==> config.mk <==
export PLATFORM = sky130hd
export DESIGN_NAME = lsu_top
export DESIGN_NICKNAME = d
export VERILOG_FILES = /design/src/hdl/lsu_cfg_pkg.sv /design/src/hdl/lsu_isa_pkg.sv /design/src/hdl/lsu_agu_if.sv /design/src/hdl/addr_station.sv /design/src/hdl/lsu_top.sv /design/src/hdl/mem_issue.sv /design/src/hdl/store_queue.sv
export SDC_FILE = /design/constraint.sdc
export NUM_CORES = 1
export LEC_CHECK = 0
export ABC_CLOCK_PERIOD_IN_PS = 10040
export BUFFER_PORTS_ARGS = -buffer_cell sky130_fd_sc_hd__buf_2
export CELL_PAD_IN_SITES_DETAIL_PLACEMENT = 0
export CELL_PAD_IN_SITES_GLOBAL_PLACEMENT = 2
export CORE_ASPECT_RATIO = 1.1
export CORE_MARGIN = 5
export CORE_UTILIZATION = 45
export CTS_CLUSTER_DIAMETER = 40
export DETAILED_ROUTE_END_ITERATION = 7
export GPL_ROUTABILITY_DRIVEN = 0
export HOLD_SLACK_MARGIN = 0.03
export PLACE_DENSITY = 0.88
export SLEW_MARGIN = 25
export SYNTH_ARGS = -nofsm -noshare
export SYNTH_HDL_FRONTEND = slang
export SYNTH_SLANG_ARGS = --single-unit
==> constraint.sdc <==
create_clock -name clk -period 10.04 [get_ports clk]
set_input_delay 2.51 -clock clk [delete_from_list [all_inputs] [get_ports clk]]
set_output_delay 2.51 -clock clk [all_outputs]
set_load 0.005 [all_outputs]
==> src/hdl/lsu_cfg_pkg.sv <==
package lsu_cfg_pkg;

   // data path and address width.
   localparam int DATA_W = 32;

   // rename tags and rob tags share one width.
   localparam int TAG_W = 4;

   // address station entries.
   localparam int N_STATIONS = 4;

   // store queue entries.
   localparam int SQ_DEPTH = 4;

   // pointer widths, depths are powers of two.
   localparam int ST_PTR_W = $clog2(N_STATIONS);
   localparam int SQ_PTR_W = $clog2(SQ_DEPTH);

   // occupancy counters must also hold the full value.
   localparam int ST_CNT_W = $clog2(N_STATIONS + 1);
   localparam int SQ_CNT_W = $clog2(SQ_DEPTH + 1);

endpackage

==> src/hdl/lsu_isa_pkg.sv <==
package lsu_isa_pkg;

   localparam int OP_W = 3;

   // bit 2 set marks a store.
   typedef enum logic [OP_W-1:0] {
      OP_LW = 3'd0,
      OP_LB = 3'd1,
      OP_LH = 3'd2,
      OP_SW = 3'd4,
      OP_SB = 3'd5,
      OP_SH = 3'd6
   } mem_op_e;

   function automatic logic is_store(input mem_op_e op);
      logic st;
      case (op)
         OP_SW,
         OP_SB,
         OP_SH: begin
            st = 1'b1;
         end
         default: begin
            st = 1'b0;
         end
      endcase
      return st;
   endfunction

endpackage

==> src/hdl/lsu_agu_if.sv <==
`timescale 1ns/1ps

interface lsu_agu_if
   import lsu_cfg_pkg::*, lsu_isa_pkg::*;
();

   logic              valid;
   mem_op_e           op;
   logic [TAG_W-1:0]  rob;
   logic [DATA_W-1:0] addr;
   logic              ready;

   // station produces the address.
   modport station (output valid, op, rob, addr, input ready);

   // queue snoops store addresses and checks loads.
   modport queue (input valid, op, rob, addr, ready);

   // issue stage accepts or holds the result.
   modport issue (input valid, op, rob, addr, output ready);

endinterface

==> src/hdl/addr_station.sv <==
`timescale 1ns/1ps

module addr_station
   import lsu_cfg_pkg::*, lsu_isa_pkg::*;
(
   input  logic              clk,
   input  logic              nrst,
   input  logic              i_disp_valid,
   input  mem_op_e           i_disp_op,
   input  logic [TAG_W-1:0]  i_disp_rob,
   input  logic [DATA_W-1:0] i_base_val,
   input  logic [TAG_W-1:0]  i_base_tag,
   input  logic              i_base_rdy,
   input  logic [DATA_W-1:0] i_offset,
   input  logic              i_cdb_valid,
   input  logic [TAG_W-1:0]  i_cdb_tag,
   input  logic [DATA_W-1:0] i_cdb_data,
   output logic              o_ready,
   lsu_agu_if.station        agu
);

   logic              ent_valid [N_STATIONS];
   logic              ent_rdy   [N_STATIONS];
   mem_op_e           ent_op    [N_STATIONS];
   logic [TAG_W-1:0]  ent_rob   [N_STATIONS];
   logic [TAG_W-1:0]  ent_tag   [N_STATIONS];
   logic [DATA_W-1:0] ent_base  [N_STATIONS];
   logic [DATA_W-1:0] ent_off   [N_STATIONS];

   logic [ST_PTR_W-1:0]   head;
   logic [ST_PTR_W-1:0]   tail;
   logic [ST_CNT_W-1:0]   count;
   logic                  push;
   logic                  pop;
   logic                  new_hit;
   logic [N_STATIONS-1:0] wr_sel;
   logic [N_STATIONS-1:0] cdb_hit;

   assign o_ready = (count != ST_CNT_W'(N_STATIONS));

   // dispatch valid arrives already qualified by the top ready.
   assign push = i_disp_valid;
   assign pop  = agu.valid && agu.ready;

   // a broadcast can satisfy the operand being written.
   assign new_hit = i_cdb_valid && (i_cdb_tag == i_base_tag);

   always_comb begin
      for (int i = 0; i < N_STATIONS; i++) begin
         wr_sel[i]  = push && (tail == ST_PTR_W'(i));
         cdb_hit[i] = ent_valid[i] && !ent_rdy[i] && i_cdb_valid &&
                      (ent_tag[i] == i_cdb_tag);
      end
   end

   // only the head may issue, which keeps dispatch order.
   assign agu.valid = ent_valid[head] && ent_rdy[head];
   assign agu.op    = ent_op[head];
   assign agu.rob   = ent_rob[head];
   assign agu.addr  = ent_base[head] + ent_off[head];

   always_ff @(posedge clk) begin
      if (nrst) begin
         head  <= '0;
         tail  <= '0;
         count <= '0;
         for (int i = 0; i < N_STATIONS; i++) begin
            ent_valid[i] <= 1'b0;
            ent_rdy[i]   <= 1'b0;
         end
      end else begin
         if (push) begin
            tail <= tail + 1'b1;
         end
         if (pop) begin
            head <= head + 1'b1;
         end
         case ({push, pop})
            2'b10: begin
               count <= count + 1'b1;
            end
            2'b01: begin
               count <= count - 1'b1;
            end
            default: begin
               count <= count;
            end
         endcase
         for (int i = 0; i < N_STATIONS; i++) begin
            if (wr_sel[i]) begin
               ent_valid[i] <= 1'b1;
               ent_rdy[i]   <= i_base_rdy || new_hit;
            end else if (cdb_hit[i]) begin
               ent_rdy[i] <= 1'b1;
            end
            if (pop && (head == ST_PTR_W'(i))) begin
               ent_valid[i] <= 1'b0;
            end
         end
      end
   end

   always_ff @(posedge clk) begin
      for (int i = 0; i < N_STATIONS; i++) begin
         if (wr_sel[i]) begin
            ent_op[i]   <= i_disp_op;
            ent_rob[i]  <= i_disp_rob;
            ent_tag[i]  <= i_base_tag;
            ent_off[i]  <= i_offset;
            ent_base[i] <= i_base_rdy ? i_base_val : i_cdb_data;
         end else if (cdb_hit[i]) begin
            ent_base[i] <= i_cdb_data;
         end
      end
   end

endmodule

==> src/hdl/lsu_top.sv <==
`timescale 1ns/1ps

module lsu_top
   import lsu_cfg_pkg::*, lsu_isa_pkg::*;
(
   input  logic              clk,
   input  logic              nrst,
   input  logic              i_disp_valid,
   input  mem_op_e           i_disp_op,
   input  logic [TAG_W-1:0]  i_disp_rob,
   input  logic [DATA_W-1:0] i_base_val,
   input  logic [TAG_W-1:0]  i_base_tag,
   input  logic              i_base_rdy,
   input  logic [DATA_W-1:0] i_offset,
   input  logic [DATA_W-1:0] i_sdata_val,
   input  logic [TAG_W-1:0]  i_sdata_tag,
   input  logic              i_sdata_rdy,
   output logic              o_disp_ready,
   input  logic              i_cdb_valid,
   input  logic [TAG_W-1:0]  i_cdb_tag,
   input  logic [DATA_W-1:0] i_cdb_data,
   input  logic              i_commit_valid,
   input  logic [TAG_W-1:0]  i_commit_rob,
   output logic              o_mem_valid,
   output mem_op_e           o_mem_op,
   output logic [TAG_W-1:0]  o_mem_rob,
   output logic [DATA_W-1:0] o_mem_addr,
   output logic [DATA_W-1:0] o_mem_data,
   input  logic              i_mem_ready
);

   logic              st_ready;
   logic              sq_ready;
   logic              disp_fire;
   logic              head_valid;
   mem_op_e           head_op;
   logic [TAG_W-1:0]  head_rob;
   logic [DATA_W-1:0] head_addr;
   logic [DATA_W-1:0] head_data;
   logic              head_taken;
   logic              load_conflict;

   lsu_agu_if agu_bus ();

   // both buffers need a free slot to take an instruction.
   assign o_disp_ready = st_ready && sq_ready;
   assign disp_fire    = i_disp_valid && o_disp_ready;

   addr_station u_station (
      .clk          (clk),
      .nrst         (nrst),
      .i_disp_valid (disp_fire),
      .i_disp_op    (i_disp_op),
      .i_disp_rob   (i_disp_rob),
      .i_base_val   (i_base_val),
      .i_base_tag   (i_base_tag),
      .i_base_rdy   (i_base_rdy),
      .i_offset     (i_offset),
      .i_cdb_valid  (i_cdb_valid),
      .i_cdb_tag    (i_cdb_tag),
      .i_cdb_data   (i_cdb_data),
      .o_ready      (st_ready),
      .agu          (agu_bus)
   );

   store_queue u_queue (
      .clk             (clk),
      .nrst            (nrst),
      .i_disp_valid    (disp_fire),
      .i_disp_op       (i_disp_op),
      .i_disp_rob      (i_disp_rob),
      .i_sdata_val     (i_sdata_val),
      .i_sdata_tag     (i_sdata_tag),
      .i_sdata_rdy     (i_sdata_rdy),
      .i_cdb_valid     (i_cdb_valid),
      .i_cdb_tag       (i_cdb_tag),
      .i_cdb_data      (i_cdb_data),
      .i_commit_valid  (i_commit_valid),
      .i_commit_rob    (i_commit_rob),
      .i_head_taken    (head_taken),
      .o_ready         (sq_ready),
      .o_head_valid    (head_valid),
      .o_head_op       (head_op),
      .o_head_rob      (head_rob),
      .o_head_addr     (head_addr),
      .o_head_data     (head_data),
      .o_load_conflict (load_conflict),
      .agu             (agu_bus)
   );

   mem_issue u_issue (
      .clk             (clk),
      .nrst            (nrst),
      .i_head_valid    (head_valid),
      .i_head_op       (head_op),
      .i_head_rob      (head_rob),
      .i_head_addr     (head_addr),
      .i_head_data     (head_data),
      .i_load_conflict (load_conflict),
      .i_mem_ready     (i_mem_ready),
      .o_head_taken    (head_taken),
      .o_mem_valid     (o_mem_valid),
      .o_mem_op        (o_mem_op),
      .o_mem_rob       (o_mem_rob),
      .o_mem_addr      (o_mem_addr),
      .o_mem_data      (o_mem_data),
      .agu             (agu_bus)
   );

endmodule

==> src/hdl/mem_issue.sv <==
`timescale 1ns/1ps

module mem_issue
   import lsu_cfg_pkg::*, lsu_isa_pkg::*;
(
   input  logic              clk,
   input  logic              nrst,
   input  logic              i_head_valid,
   input  mem_op_e           i_head_op,
   input  logic [TAG_W-1:0]  i_head_rob,
   input  logic [DATA_W-1:0] i_head_addr,
   input  logic [DATA_W-1:0] i_head_data,
   input  logic              i_load_conflict,
   input  logic              i_mem_ready,
   output logic              o_head_taken,
   output logic              o_mem_valid,
   output mem_op_e           o_mem_op,
   output logic [TAG_W-1:0]  o_mem_rob,
   output logic [DATA_W-1:0] o_mem_addr,
   output logic [DATA_W-1:0] o_mem_data,
   lsu_agu_if.issue          agu
);

   logic slot_free;
   logic load_take;

   // register refills in the cycle it drains.
   assign slot_free = !o_mem_valid || i_mem_ready;

   // committed store beats a waiting load.
   assign o_head_taken = i_head_valid && slot_free;

   // store addresses only go to the queue.
   assign agu.ready = is_store(agu.op) ||
                      (slot_free && !i_head_valid && !i_load_conflict);
   assign load_take = agu.valid && agu.ready && !is_store(agu.op);

   always_ff @(posedge clk) begin
      if (nrst) begin
         o_mem_valid <= 1'b0;
      end else if (slot_free) begin
         o_mem_valid <= o_head_taken || load_take;
      end
   end

   always_ff @(posedge clk) begin
      if (o_head_taken) begin
         o_mem_op   <= i_head_op;
         o_mem_rob  <= i_head_rob;
         o_mem_addr <= i_head_addr;
         o_mem_data <= i_head_data;
      end else if (load_take) begin
         o_mem_op   <= agu.op;
         o_mem_rob  <= agu.rob;
         o_mem_addr <= agu.addr;
         o_mem_data <= '0;
      end
   end

endmodule

==> src/hdl/store_queue.sv <==
`timescale 1ns/1ps

module store_queue
   import lsu_cfg_pkg::*, lsu_isa_pkg::*;
(
   input  logic              clk,
   input  logic              nrst,
   input  logic              i_disp_valid,
   input  mem_op_e           i_disp_op,
   input  logic [TAG_W-1:0]  i_disp_rob,
   input  logic [DATA_W-1:0] i_sdata_val,
   input  logic [TAG_W-1:0]  i_sdata_tag,
   input  logic              i_sdata_rdy,
   input  logic              i_cdb_valid,
   input  logic [TAG_W-1:0]  i_cdb_tag,
   input  logic [DATA_W-1:0] i_cdb_data,
   input  logic              i_commit_valid,
   input  logic [TAG_W-1:0]  i_commit_rob,
   input  logic              i_head_taken,
   output logic              o_ready,
   output logic              o_head_valid,
   output mem_op_e           o_head_op,
   output logic [TAG_W-1:0]  o_head_rob,
   output logic [DATA_W-1:0] o_head_addr,
   output logic [DATA_W-1:0] o_head_data,
   output logic              o_load_conflict,
   lsu_agu_if.queue          agu
);

   logic              ent_valid    [SQ_DEPTH];
   logic              ent_addr_rdy [SQ_DEPTH];
   logic              ent_data_rdy [SQ_DEPTH];
   logic              ent_commit   [SQ_DEPTH];
   mem_op_e           ent_op       [SQ_DEPTH];
   logic [TAG_W-1:0]  ent_rob      [SQ_DEPTH];
   logic [TAG_W-1:0]  ent_tag      [SQ_DEPTH];
   logic [DATA_W-1:0] ent_addr     [SQ_DEPTH];
   logic [DATA_W-1:0] ent_data     [SQ_DEPTH];

   logic [SQ_PTR_W-1:0] head;
   logic [SQ_PTR_W-1:0] tail;
   logic [SQ_CNT_W-1:0] count;
   logic                push;
   logic                new_hit;
   logic                new_commit;
   logic                agu_store;
   logic [SQ_DEPTH-1:0] wr_sel;
   logic [SQ_DEPTH-1:0] cdb_hit;
   logic [SQ_DEPTH-1:0] addr_fill;
   logic [SQ_DEPTH-1:0] commit_hit;
   logic [SQ_DEPTH-1:0] addr_match;

   assign o_ready    = (count != SQ_CNT_W'(SQ_DEPTH));
   assign push       = i_disp_valid && is_store(i_disp_op);
   assign new_hit    = i_cdb_valid && (i_cdb_tag == i_sdata_tag);
   assign new_commit = i_commit_valid && (i_commit_rob == i_disp_rob);
   assign agu_store  = agu.valid && agu.ready && is_store(agu.op);

   always_comb begin
      for (int i = 0; i < SQ_DEPTH; i++) begin
         wr_sel[i]     = push && (tail == SQ_PTR_W'(i));
         cdb_hit[i]    = ent_valid[i] && !ent_data_rdy[i] && i_cdb_valid &&
                         (ent_tag[i] == i_cdb_tag);
         addr_fill[i]  = ent_valid[i] && agu_store && (ent_rob[i] == agu.rob);
         commit_hit[i] = ent_valid[i] && i_commit_valid && (ent_rob[i] == i_commit_rob);
         addr_match[i] = ent_valid[i] && ent_addr_rdy[i] && (ent_addr[i] == agu.addr);
      end
   end

   // all older stores already have addresses, the station is in order.
   assign o_load_conflict = agu.valid && !is_store(agu.op) && (|addr_match);

   assign o_head_valid = ent_valid[head] && ent_addr_rdy[head] &&
                         ent_data_rdy[head] && ent_commit[head];
   assign o_head_op    = ent_op[head];
   assign o_head_rob   = ent_rob[head];
   assign o_head_addr  = ent_addr[head];
   assign o_head_data  = ent_data[head];

   always_ff @(posedge clk) begin
      if (nrst) begin
         head  <= '0;
         tail  <= '0;
         count <= '0;
         for (int i = 0; i < SQ_DEPTH; i++) begin
            ent_valid[i]    <= 1'b0;
            ent_addr_rdy[i] <= 1'b0;
            ent_data_rdy[i] <= 1'b0;
            ent_commit[i]   <= 1'b0;
         end
      end else begin
         if (push) begin
            tail <= tail + 1'b1;
         end
         if (i_head_taken) begin
            head <= head + 1'b1;
         end
         if (push && !i_head_taken) begin
            count <= count + 1'b1;
         end else if (!push && i_head_taken) begin
            count <= count - 1'b1;
         end
         for (int i = 0; i < SQ_DEPTH; i++) begin
            if (wr_sel[i]) begin
               ent_valid[i]    <= 1'b1;
               ent_addr_rdy[i] <= 1'b0;
               ent_data_rdy[i] <= i_sdata_rdy || new_hit;
               ent_commit[i]   <= new_commit;
            end else begin
               if (cdb_hit[i]) begin
                  ent_data_rdy[i] <= 1'b1;
               end
               if (addr_fill[i]) begin
                  ent_addr_rdy[i] <= 1'b1;
               end
               if (commit_hit[i]) begin
                  ent_commit[i] <= 1'b1;
               end
            end
            if (i_head_taken && (head == SQ_PTR_W'(i))) begin
               ent_valid[i] <= 1'b0;
            end
         end
      end
   end

   always_ff @(posedge clk) begin
      for (int i = 0; i < SQ_DEPTH; i++) begin
         if (wr_sel[i]) begin
            ent_op[i]   <= i_disp_op;
            ent_rob[i]  <= i_disp_rob;
            ent_tag[i]  <= i_sdata_tag;
            ent_data[i] <= i_sdata_rdy ? i_sdata_val : i_cdb_data;
         end else if (cdb_hit[i]) begin
            ent_data[i] <= i_cdb_data;
         end
         if (addr_fill[i]) begin
            ent_addr[i] <= agu.addr;
         end
      end
   end

endmodule

# Yosys cells after proc, flatten, opt, wreduce, memory -nomap -nowiden
# Memories as Yosys holds them, arrays and structs flattened. A register that Yosys moved wholly into a read port is not among the register bits.
# Cells that the tools add are included.
# Widths: inputs -> output; s select.
totals:
  memories: 16
  output_inout_bits: 73
  regBits: 86
  ram_bits: 624
  inputBits: 159
  word_cells: 567
mem_list:
  columns: ["memory", "words", "word_bits", "rd", "rd_clocked_by_memory_dff", "write_ports", "line", "rtl"]
  rows:
  - ["u_queue.ent_addr", 4, 32, 5, 1, 4, "store_queue.sv:37", "logic [DATA_W-1:0] ent_addr [SQ_DEPTH];"]
  - ["u_queue.ent_data", 4, 32, 1, 1, 4, "store_queue.sv:38", "logic [DATA_W-1:0] ent_data [SQ_DEPTH];"]
  - ["u_station.ent_base", 4, 32, 1, 1, 4, "addr_station.sv:27", "logic [DATA_W-1:0] ent_base [N_STATIONS];"]
  - ["u_station.ent_off", 4, 32, 1, 1, 1, "addr_station.sv:28", "logic [DATA_W-1:0] ent_off [N_STATIONS];"]
  - ["u_queue.ent_rob", 4, 4, 5, 1, 1, "store_queue.sv:35", "logic [TAG_W-1:0] ent_rob [SQ_DEPTH];"]
  - ["u_queue.ent_tag", 4, 4, 4, 0, 1, "store_queue.sv:36", "logic [TAG_W-1:0] ent_tag [SQ_DEPTH];"]
  - ["+10 memories", null, null, null, null, null, null, null]
classes:
  n_mux: 296
  eq_ne: 45
  reduce_logical: 134
  n_addsub: 9
  bitwise_logic: 56
op_table:
  columns: ["op", "count"]
  rows:
  - ["$mux 32", 17]
  - ["$mux 1", 205]
  - ["$eq 32x32->1", 4]
  - ["$mux 2", 49]
  - ["$reduce_or 32->1", 3]
  - ["$logic_and 1x1->1", 84]
  - ["$eq 4x4->1", 19]
  - ["$mux 4", 14]
  - ["$or 1x1->1", 56]
  - ["$reduce_or 4->1", 13]
  - ["$add 32x32->32", 1]
  - ["$mux 3", 10]
  - ["$reduce_or 3->1", 8]
  - ["$eq 2x2->1 const B", 9]
  - ["$eq 3x3->1 const B", 6]
  - ["$logic_not 1->1", 14]
  - ["$eq 2x1->1 const B", 5]
  - ["$add 2x1->2 const B", 4]
  - ["$logic_not 2->1", 4]
  - ["$add 3x1->3 const B", 2]
  - ["$ne 3x3->1 const B", 2]
  - ["$pmux 3 s2", 1]
  - ["$reduce_bool 2->1", 3]
  - ["$sub 3x1->3 const B", 2]
  - ["$logic_or 1x1->1", 5]

# Logic depth before layout (Yosys ltp)
# Gate-level depths: netlist of the first run.
depth:
  word_depth: 18
  ltp_mapped: 26
  mapped_depth_nobuf: 21

# Hierarchy
# From an unflattened synthesis of the first run, not the netlist that was laid out.
hier_totals:
  hier_cells: 2030
  area_unflattened_um2: 33976.3
by_module_without_submodules:
  columns: ["mod", "cells_each", "instances", "area_per_inst_um2", "seq_area_each_um2"]
  rows:
  - ["store_queue", 950, 1, 15741.3, 9669.3]
  - ["addr_station", 915, 1, 15098.2, 9429.0]
  - ["mem_issue", 163, 1, 3124.2, 2152.1]
  - ["lsu_top", 2, 1, 12.5, 0.0]

# Worst setup path after synthesis of the first run
# OpenSTA, ideal clock, no wires.
synth_timing:
  path_kind: "flip-flop to flip-flop"
  from: "register (tool-made name)"
  to: "register u_issue.o_mem_addr[0], enable pin"
  synth_period_minus_slack_ns: 7.342
  n_path_buf: 5
  t_required_ns: 9.304
  setup_slack_ns: 2.698
  arrival_time_ns: 6.606
  setup_time_ns: 0.736
  stages_incl_launch_ff: 20
  cell_sequence: "dfxtp_1 buf_1 clkbuf_1 buf_1 mux4_2 ha_1 buf_4 and3_1 clkbuf_1 nand4_1 o221a_4 a31o_2 a211oi_2 xnor2_1 nand4_1 or4_1 o31a_1 and4_1 nand2_1 nand2_1"
synth_rtl:
  columns: ["element", "line", "rtl"]
  rows:
  - ["end signal: assignment", "mem_issue.sv:50", "o_mem_addr <= i_head_addr;"]
  - ["end signal: assignment", "mem_issue.sv:55", "o_mem_addr <= agu.addr;"]
  - ["end: declaration", "mem_issue.sv:19", "output logic [DATA_W-1:0] o_mem_addr,"]

==> results of run 1 <==
-- flip-flops by register name (all words and copies together) (netlist names), 4 cells and up, named ones only --
name / cells
u_issue.o_mem_addr: 32
u_issue.o_mem_data: 32
u_issue.o_mem_rob: 4
u_queue.ent_addr: 128
u_queue.ent_addr_rdy: 4
u_queue.ent_commit: 4
u_queue.ent_data: 128
u_queue.ent_data_rdy: 4
u_queue.ent_op: 12
u_queue.ent_rob: 16
u_queue.ent_tag: 16
u_queue.ent_valid: 4
u_station.ent_base: 128
u_station.ent_off: 128
u_station.ent_op: 12
u_station.ent_rdy: 4
u_station.ent_rob: 16
u_station.ent_tag: 16
u_station.ent_valid: 4
-- power by group through the flow --
| stage | Combinational (W) | Clock, W | Sequential [W] |
|---|---|---|---|
| global placement | 0.00551 | 0 | 0.00425 |
| CTS | 0.00562 | 0.00351 | 0.00420 |
| detailed placement | 0.00558 | 0 | 0.00426 |
| finish | 0.00570 | 0.00346 | 0.00416 |
| global route | 0.00612 | 0.00364 | 0.00419 |
| floorplan | 0.00395 | 0 | 0.00417 |
-- per-stage QoR --
stage	setup WS [ns]	instances	hold WS (ns)	utilization, %
after global routing	2.14	3639	0.530	52.7
after detailed placement	2.43	3463	0.485	48.4
after global placement	2.51	3463	0.467	48.4
after CTS	2.44	3633	0.498	52.6
final	2.62	3646	0.500	52.7
after floorplan	2.70	2291	0.458	-
-- cells in the final DEF (no fill, tap or decap), drive strengths merged, types with 60 or more instances in the layout --
master,synthesis,routed
edfxtp,695,695
xnor2,120,120
nor2,68,68
xor2,102,102
nand2,127,127
inv,49,66
buf,38,259
mux4,142,142
clkbuf,83,100
o21ai,64,64
a21oi,60,60
mux2,292,292
-- layer usage --
layer | up-vias | routed length (µm) | track usage [%]
met3 | 179 | 6200 | 4.38
met5 | - | 110 | 0
met1 | 10900 | 38800 | 29.3
li1 | 9484 | - | -
met2 | 800 | 47300 | 36.9
met4 | 18 | 2640 | 7.18
-- worst paths after layout --
kind / endpoint / depth (start not counted)
max: u_issue.o_mem_addr[12] / 16
min: u_station.count[2] / 2
max reg2reg: u_issue.o_mem_addr[12] / 16
min reg2reg: u_station.count[2] / 2
-- layout make-up --
cell class                 count  area share [%]
clock inverter                70            2.18
inverter                      49           0.449
multi-input combinational   1407            33.1
tap                         1035            3.16
clock buffer                 100            5.80
timing repair buffer         259            3.38
antenna                       12          0.0733
sequential                   714            51.9
-- kinds of logic (layout without fill, tap and decap cells) --
logic type / count (synthesis) / after routing / share of synthesized area [%]
flip-flops: 714 / 714 / 60.1
multiplexers: 441 / 441 / 18.5
AND/OR/NAND/NOR: 437 / 437 / 6.32
AO/OA/AOI/OAI: 241 / 241 / 4.75
XOR/XNOR: 236 / 236 / 6.44
buffers and inverters: 170 / 478 / 2.02
adder cells (fa/ha/maj): 52 / 52 / 1.90
other: 0 / 12 / 0
-- critical path, delay by kind of cell (launching register included) --
family          cells  cell delay, ns
simple gates        9            2.66
buf+inv             2            1.10
xor+xnor            2            0.91
fa+ha+maj           1            0.81
flops               1            0.62
mux                 1            0.44
compound gates      1            0.37
==> impl_metrics.toml, run 1 <==
[clocking]
clkTransAtPathRegs_ns = 0.06
cts_buffer_depth = 3
cts_tree = "built"
numCtsBuffers = 93
cts.sinks = 714
h-tree-depth = 3
cts_root_buf = "clkbuf_16"
cts_hold_buf = 0
cts-resized-gates = 0
clk_latency_ns = 0.65
postCtsSetupRepairBufs = 0

[pwr]
intPower_w = 0.00824
combPwrFrac_pct = 42.8
power_w = 0.0133
p_sw_w = 0.00509
switching_share_pct = 38.2
clockPowerShare_pct = 26.0
power.density_nw_per_um2 = 325
seq_power_share_pct = 31.2
irDropWorstVdd_v = 0.000198
p_leak_nw = 13.8

[run_status]
outcome = "completed"

[floorplan]
die_w_um = 277
core-area_um2 = 77800
pin_count = 232
fp.dieH_um = 304
die-area_um2 = 84400
num_rows = 107
start_util_pct = 45.5

[synthesis]
synth_top_cell_by_area = "edfxtp_1"
async_reset_ff_share_pct = 0
syn_inst = 2291
syn-cell-area_um2 = 35400
yosys.cell_count.top_type = "edfxtp_1"
yosysWarnings = 0
synthTopCellsByCount = "695 x edfxtp_1, 292 x mux2_2, 142 x mux4_2"
synth_area_per_cell_um2 = 15.4
synth_edf_count = 695
ys_seq_area_share_pct = 60.1
synth_flop_cell = "edfxtp_1"
synth_top_area_share_pct = 59.0
synth_nets = 2502
ys_top_cells_by_area = "edfxtp_1 59%, mux2_2 9.3%, mux4_2 9.0%"
synth_cell_types = 93
ys_seq_elements = 714

[finish]
fillCellCount = 6285
finalInstanceArea_um2 = 41000
register_area_um2 = 21300
syn_to_final_growth_pct = 15.8
layout-drive-gt1-share_pct = 35.1
num-nets-final = 2735
multi_input_area_um2 = 13500

[setup_path]
start_kind = "flip-flop"
critPathSlowestCell = "ha_1"
slowest_delay_ns = 0.81
ff2ff_setup_slack_ns = 2.62
worstSetupEndpointType = "flip-flop"
crit_required_ns = 10.33
cp_cell_sequence = "buf_4 -> mux4_2 -> ha_1 -> nand3_1 -> nor4_1 -> o21ai_0 -> and3_1 -> xnor2_1 -> xnor2_1 -> nand4_1 -> nor4_1 -> nand4_1 -> and4_1 -> nand2_1 -> nand2_4 -> buf_4"
criticalPathCategory = "reg -> reg"
cp.arrival_ns = 7.71
crit_fanout = 48

[global_routing]
globalRouteOverflowTotal = 0
antenna_found_initial = 26
grt_pass1_vias = 22200
grt_max_degree = 52
grt_pass1_wl_mm = 143
grt_use_total_pct = 22.1

[worst_hold_path]
hp-class = "reg -> reg"
worstHoldStart = "u_station.count[2]"

[sta]
timing.final.crit_share_pct = 73.9
setup_viol = 0
tns_ns = 0
slew_viol_final = 0
relSlewSlack_pct = 28.8
hold_viol_final = 0
period_minus_slack_ns = 7.42
skew_ns = 0.0275
fmax_ghz = 0.135
rsz0062_at_grt = "no"
tightestPinTransition_ns = 1.06

[route]
drt_iter0_drc = 1679
via_per_inst = 5.87
vias = 21400
route.detailed.drc = 0
wl_per_cell_um = 26.1
wirelength_mm = 95.0
drt-pass1-iter-count = 5
drtAntennaViolNets = 0

[run]
drv_cap = 0

[placement]
place_area_um2 = 37600
buffer_ports.inserted = 231
post-dp-hpwl_mm = 65.6
Note: power is estimated with default switching activity, not from simulation.
==> run 2: changes to the inputs <==
Settings changed: ABC_CLOCK_PERIOD_IN_PS 10040 to 6700, CORE_UTILIZATION 45 to 41, PLACE_DENSITY 0.88 to 0.85.
Clock period 10.04 ns to 6.7 ns, I/O delays scaled along.
==> run 2 against run 1 <==
  * Maximum frequency up 16%
  * Routed wire length up 1.6%
  * Clock skew up 0.012 ns
  * Clock power up 52%
  * Largest cell class unchanged
  * Critical path type unchanged
  * Critical path depth up 3
  * Hold slack worse by 0.010 ns
  * Combinational power up 60%
  * Via count up 0.55%
  * Sequential share of layout area down 0.84 points
==> impl_metrics.toml, run 2 (synthesis gave the netlist of run 1 again) <==
[route]
via_per_inst = 5.62
wl_per_cell_um = 25.2
drt_iter0_drc = 1638
drtAntennaViolNets = 0
drt-pass1-iter-count = 5
vias = 21500
wirelength_mm = 96.6
route.detailed.drc = 0

[floorplan]
num_rows = 113
pin_count = 232
start_util_pct = 41.2
fp.dieH_um = 318
core-area_um2 = 86000
die_w_um = 290
die-area_um2 = 92300

[clocking]
clkTransAtPathRegs_ns = 0.06
cts_root_buf = "clkbuf_16"
numCtsBuffers = 101
h-tree-depth = 3
clk_latency_ns = 0.67
cts_tree = "built"
cts-resized-gates = 0
cts.sinks = 714
postCtsSetupRepairBufs = 0
cts_buffer_depth = 3
cts_hold_buf = 0

[global_routing]
grt_max_degree = 52
grt_use_total_pct = 20.5
grt_pass1_vias = 22700
globalRouteOverflowTotal = 0
grt_pass1_wl_mm = 145
antenna_found_initial = 30

[finish]
layout-drive-gt1-share_pct = 36.6
layout_common_cells = "695 x edfxtp_1, 292 x mux2_2, 231 x buf_2"
syn_to_final_growth_pct = 17.7
finalInstanceArea_um2 = 41700
layout_commonest_cell = "edfxtp_1"
fin_util_pct = 48.5
num-nets-final = 2789

[pwr]
power.density_nw_per_um2 = 495
irDropWorstVdd_v = 0.000292
p_leak_nw = 14.1

[run_status]
outcome = "completed"

[setup_path]
timing.rr.end = "u_station.count[2]"
crit_path_end = "u_station.count[2]"
crit_required_ns = 7.27
ff2ff_setup_slack_ns = 0.32
criticalPathCategory = "reg -> reg"
crit_fanout = 24
start_kind = "flip-flop"
cp.arrival_ns = 6.95
r2r_cells = 19
worstSetupEndpointType = "flip-flop"

[placement]
buffer_ports.inserted = 231
post-dp-hpwl_mm = 68.1
place_area_um2 = 38200
pre_cts_ws_ns = 0.305

[run]
drv_cap = 0

[sta]
finalWorstSetupSlack_ns = 0.318
hold_viol_final = 0
tightestPinTransition_ns = 0.989
period_minus_slack_ns = 6.38
relSlewSlack_pct = 34.0
tns_ns = 0
fmax_ghz = 0.157
setup_viol = 0
skew_ns = 0.0395
slew_viol_final = 0
timing.final.crit_share_pct = 95.3

[worst_hold_path]
hp-class = "reg -> reg"
run 2: changes by cell type in the layout (fill, tap and decap cells not counted), moves of 3 or more:
cell / before / now
clkbuf_16: 94 / 102
clkinv_4: 5 / 13
buf_4: 27 / 67
clkinvlp_4: 14 / 11
buf_12: 0 / 5
inv_8: 5 / 11
bufinv_16: 14 / 5
inv_6: 12 / 23
run 2: power breakdown:
part | leakage, nW | switching, W | internal (W)
sequential | 6.51 | 0.000183 | 0.00605
combinational | 5.99 | 0.00555 | 0.00355
clock | 1.64 | 0.00217 | 0.00309
run 2: layer usage:
metal | routed length [µm] | track usage (%)
met4 | 2720 | 6.57
met5 | 149 | 0
met1 | 39800 | 26.7
met3 | 6730 | 4.71
met2 | 47200 | 34.3
run 2: layout make-up:
type / instances / area (µm²)
repair buffers: 305 / 1800
multi-input cells: 1407 / 13500
well taps: 1150 / 1440
clock inverters: 79 / 810
diodes: 12 / 30.0
inverters: 49 / 184
flip-flops and latches: 714 / 21300
clock buffers: 110 / 2590
fillers: 7384 / 44300
run 2: critical path: stages, from the launching register on:
cell	delay, ns
dfxtp_4	0.63
buf_12	0.28
mux4_2	0.54
ha_1	0.53
nand2_1	0.14
o21ai_0	0.78
a221oi_2	0.20
xnor2_1	0.65
xor2_1	0.16
a2111oi_0	0.55
and4_1	0.28
nand4_1	0.16
nand4_2	0.25
nand2_4	0.12
ha_1	0.23
inv_1	0.07
fa_1	0.17
xor2_1	0.07
or3_1	0.30
a21oi_1	0.15
run 2: worst min path at each step:
stage / startpoint / to / slack [ns] / cells past startpoint
2_1_floorplan: u_queue.count[2] / u_queue.count[2] / 0.46 / 2
3_3_place_gp: u_station.count[1] / u_station.count[1] / 0.47 / 2
5_1_grt: u_station.count[1] / u_station.count[1] / 0.53 / 2
6_report: u_station.count[1] / u_station.count[1] / 0.49 / 2
3_5_place_dp: u_station.count[1] / u_station.count[1] / 0.48 / 2
4_1_cts: u_station.count[1] / u_station.count[1] / 0.49 / 2
run 2: through the flow:
stage | std cells | hold WS (ns) | power [W]
final | 3826 | 0.490 | 0.0206
after detailed placement | 3624 | 0.476 | 0.0153
after global routing | 3815 | 0.525 | 0.0216
after CTS | 3813 | 0.491 | 0.0206
after floorplan | 2291 | 0.458 | 0.0122
after global placement | 3624 | 0.471 | 0.0152
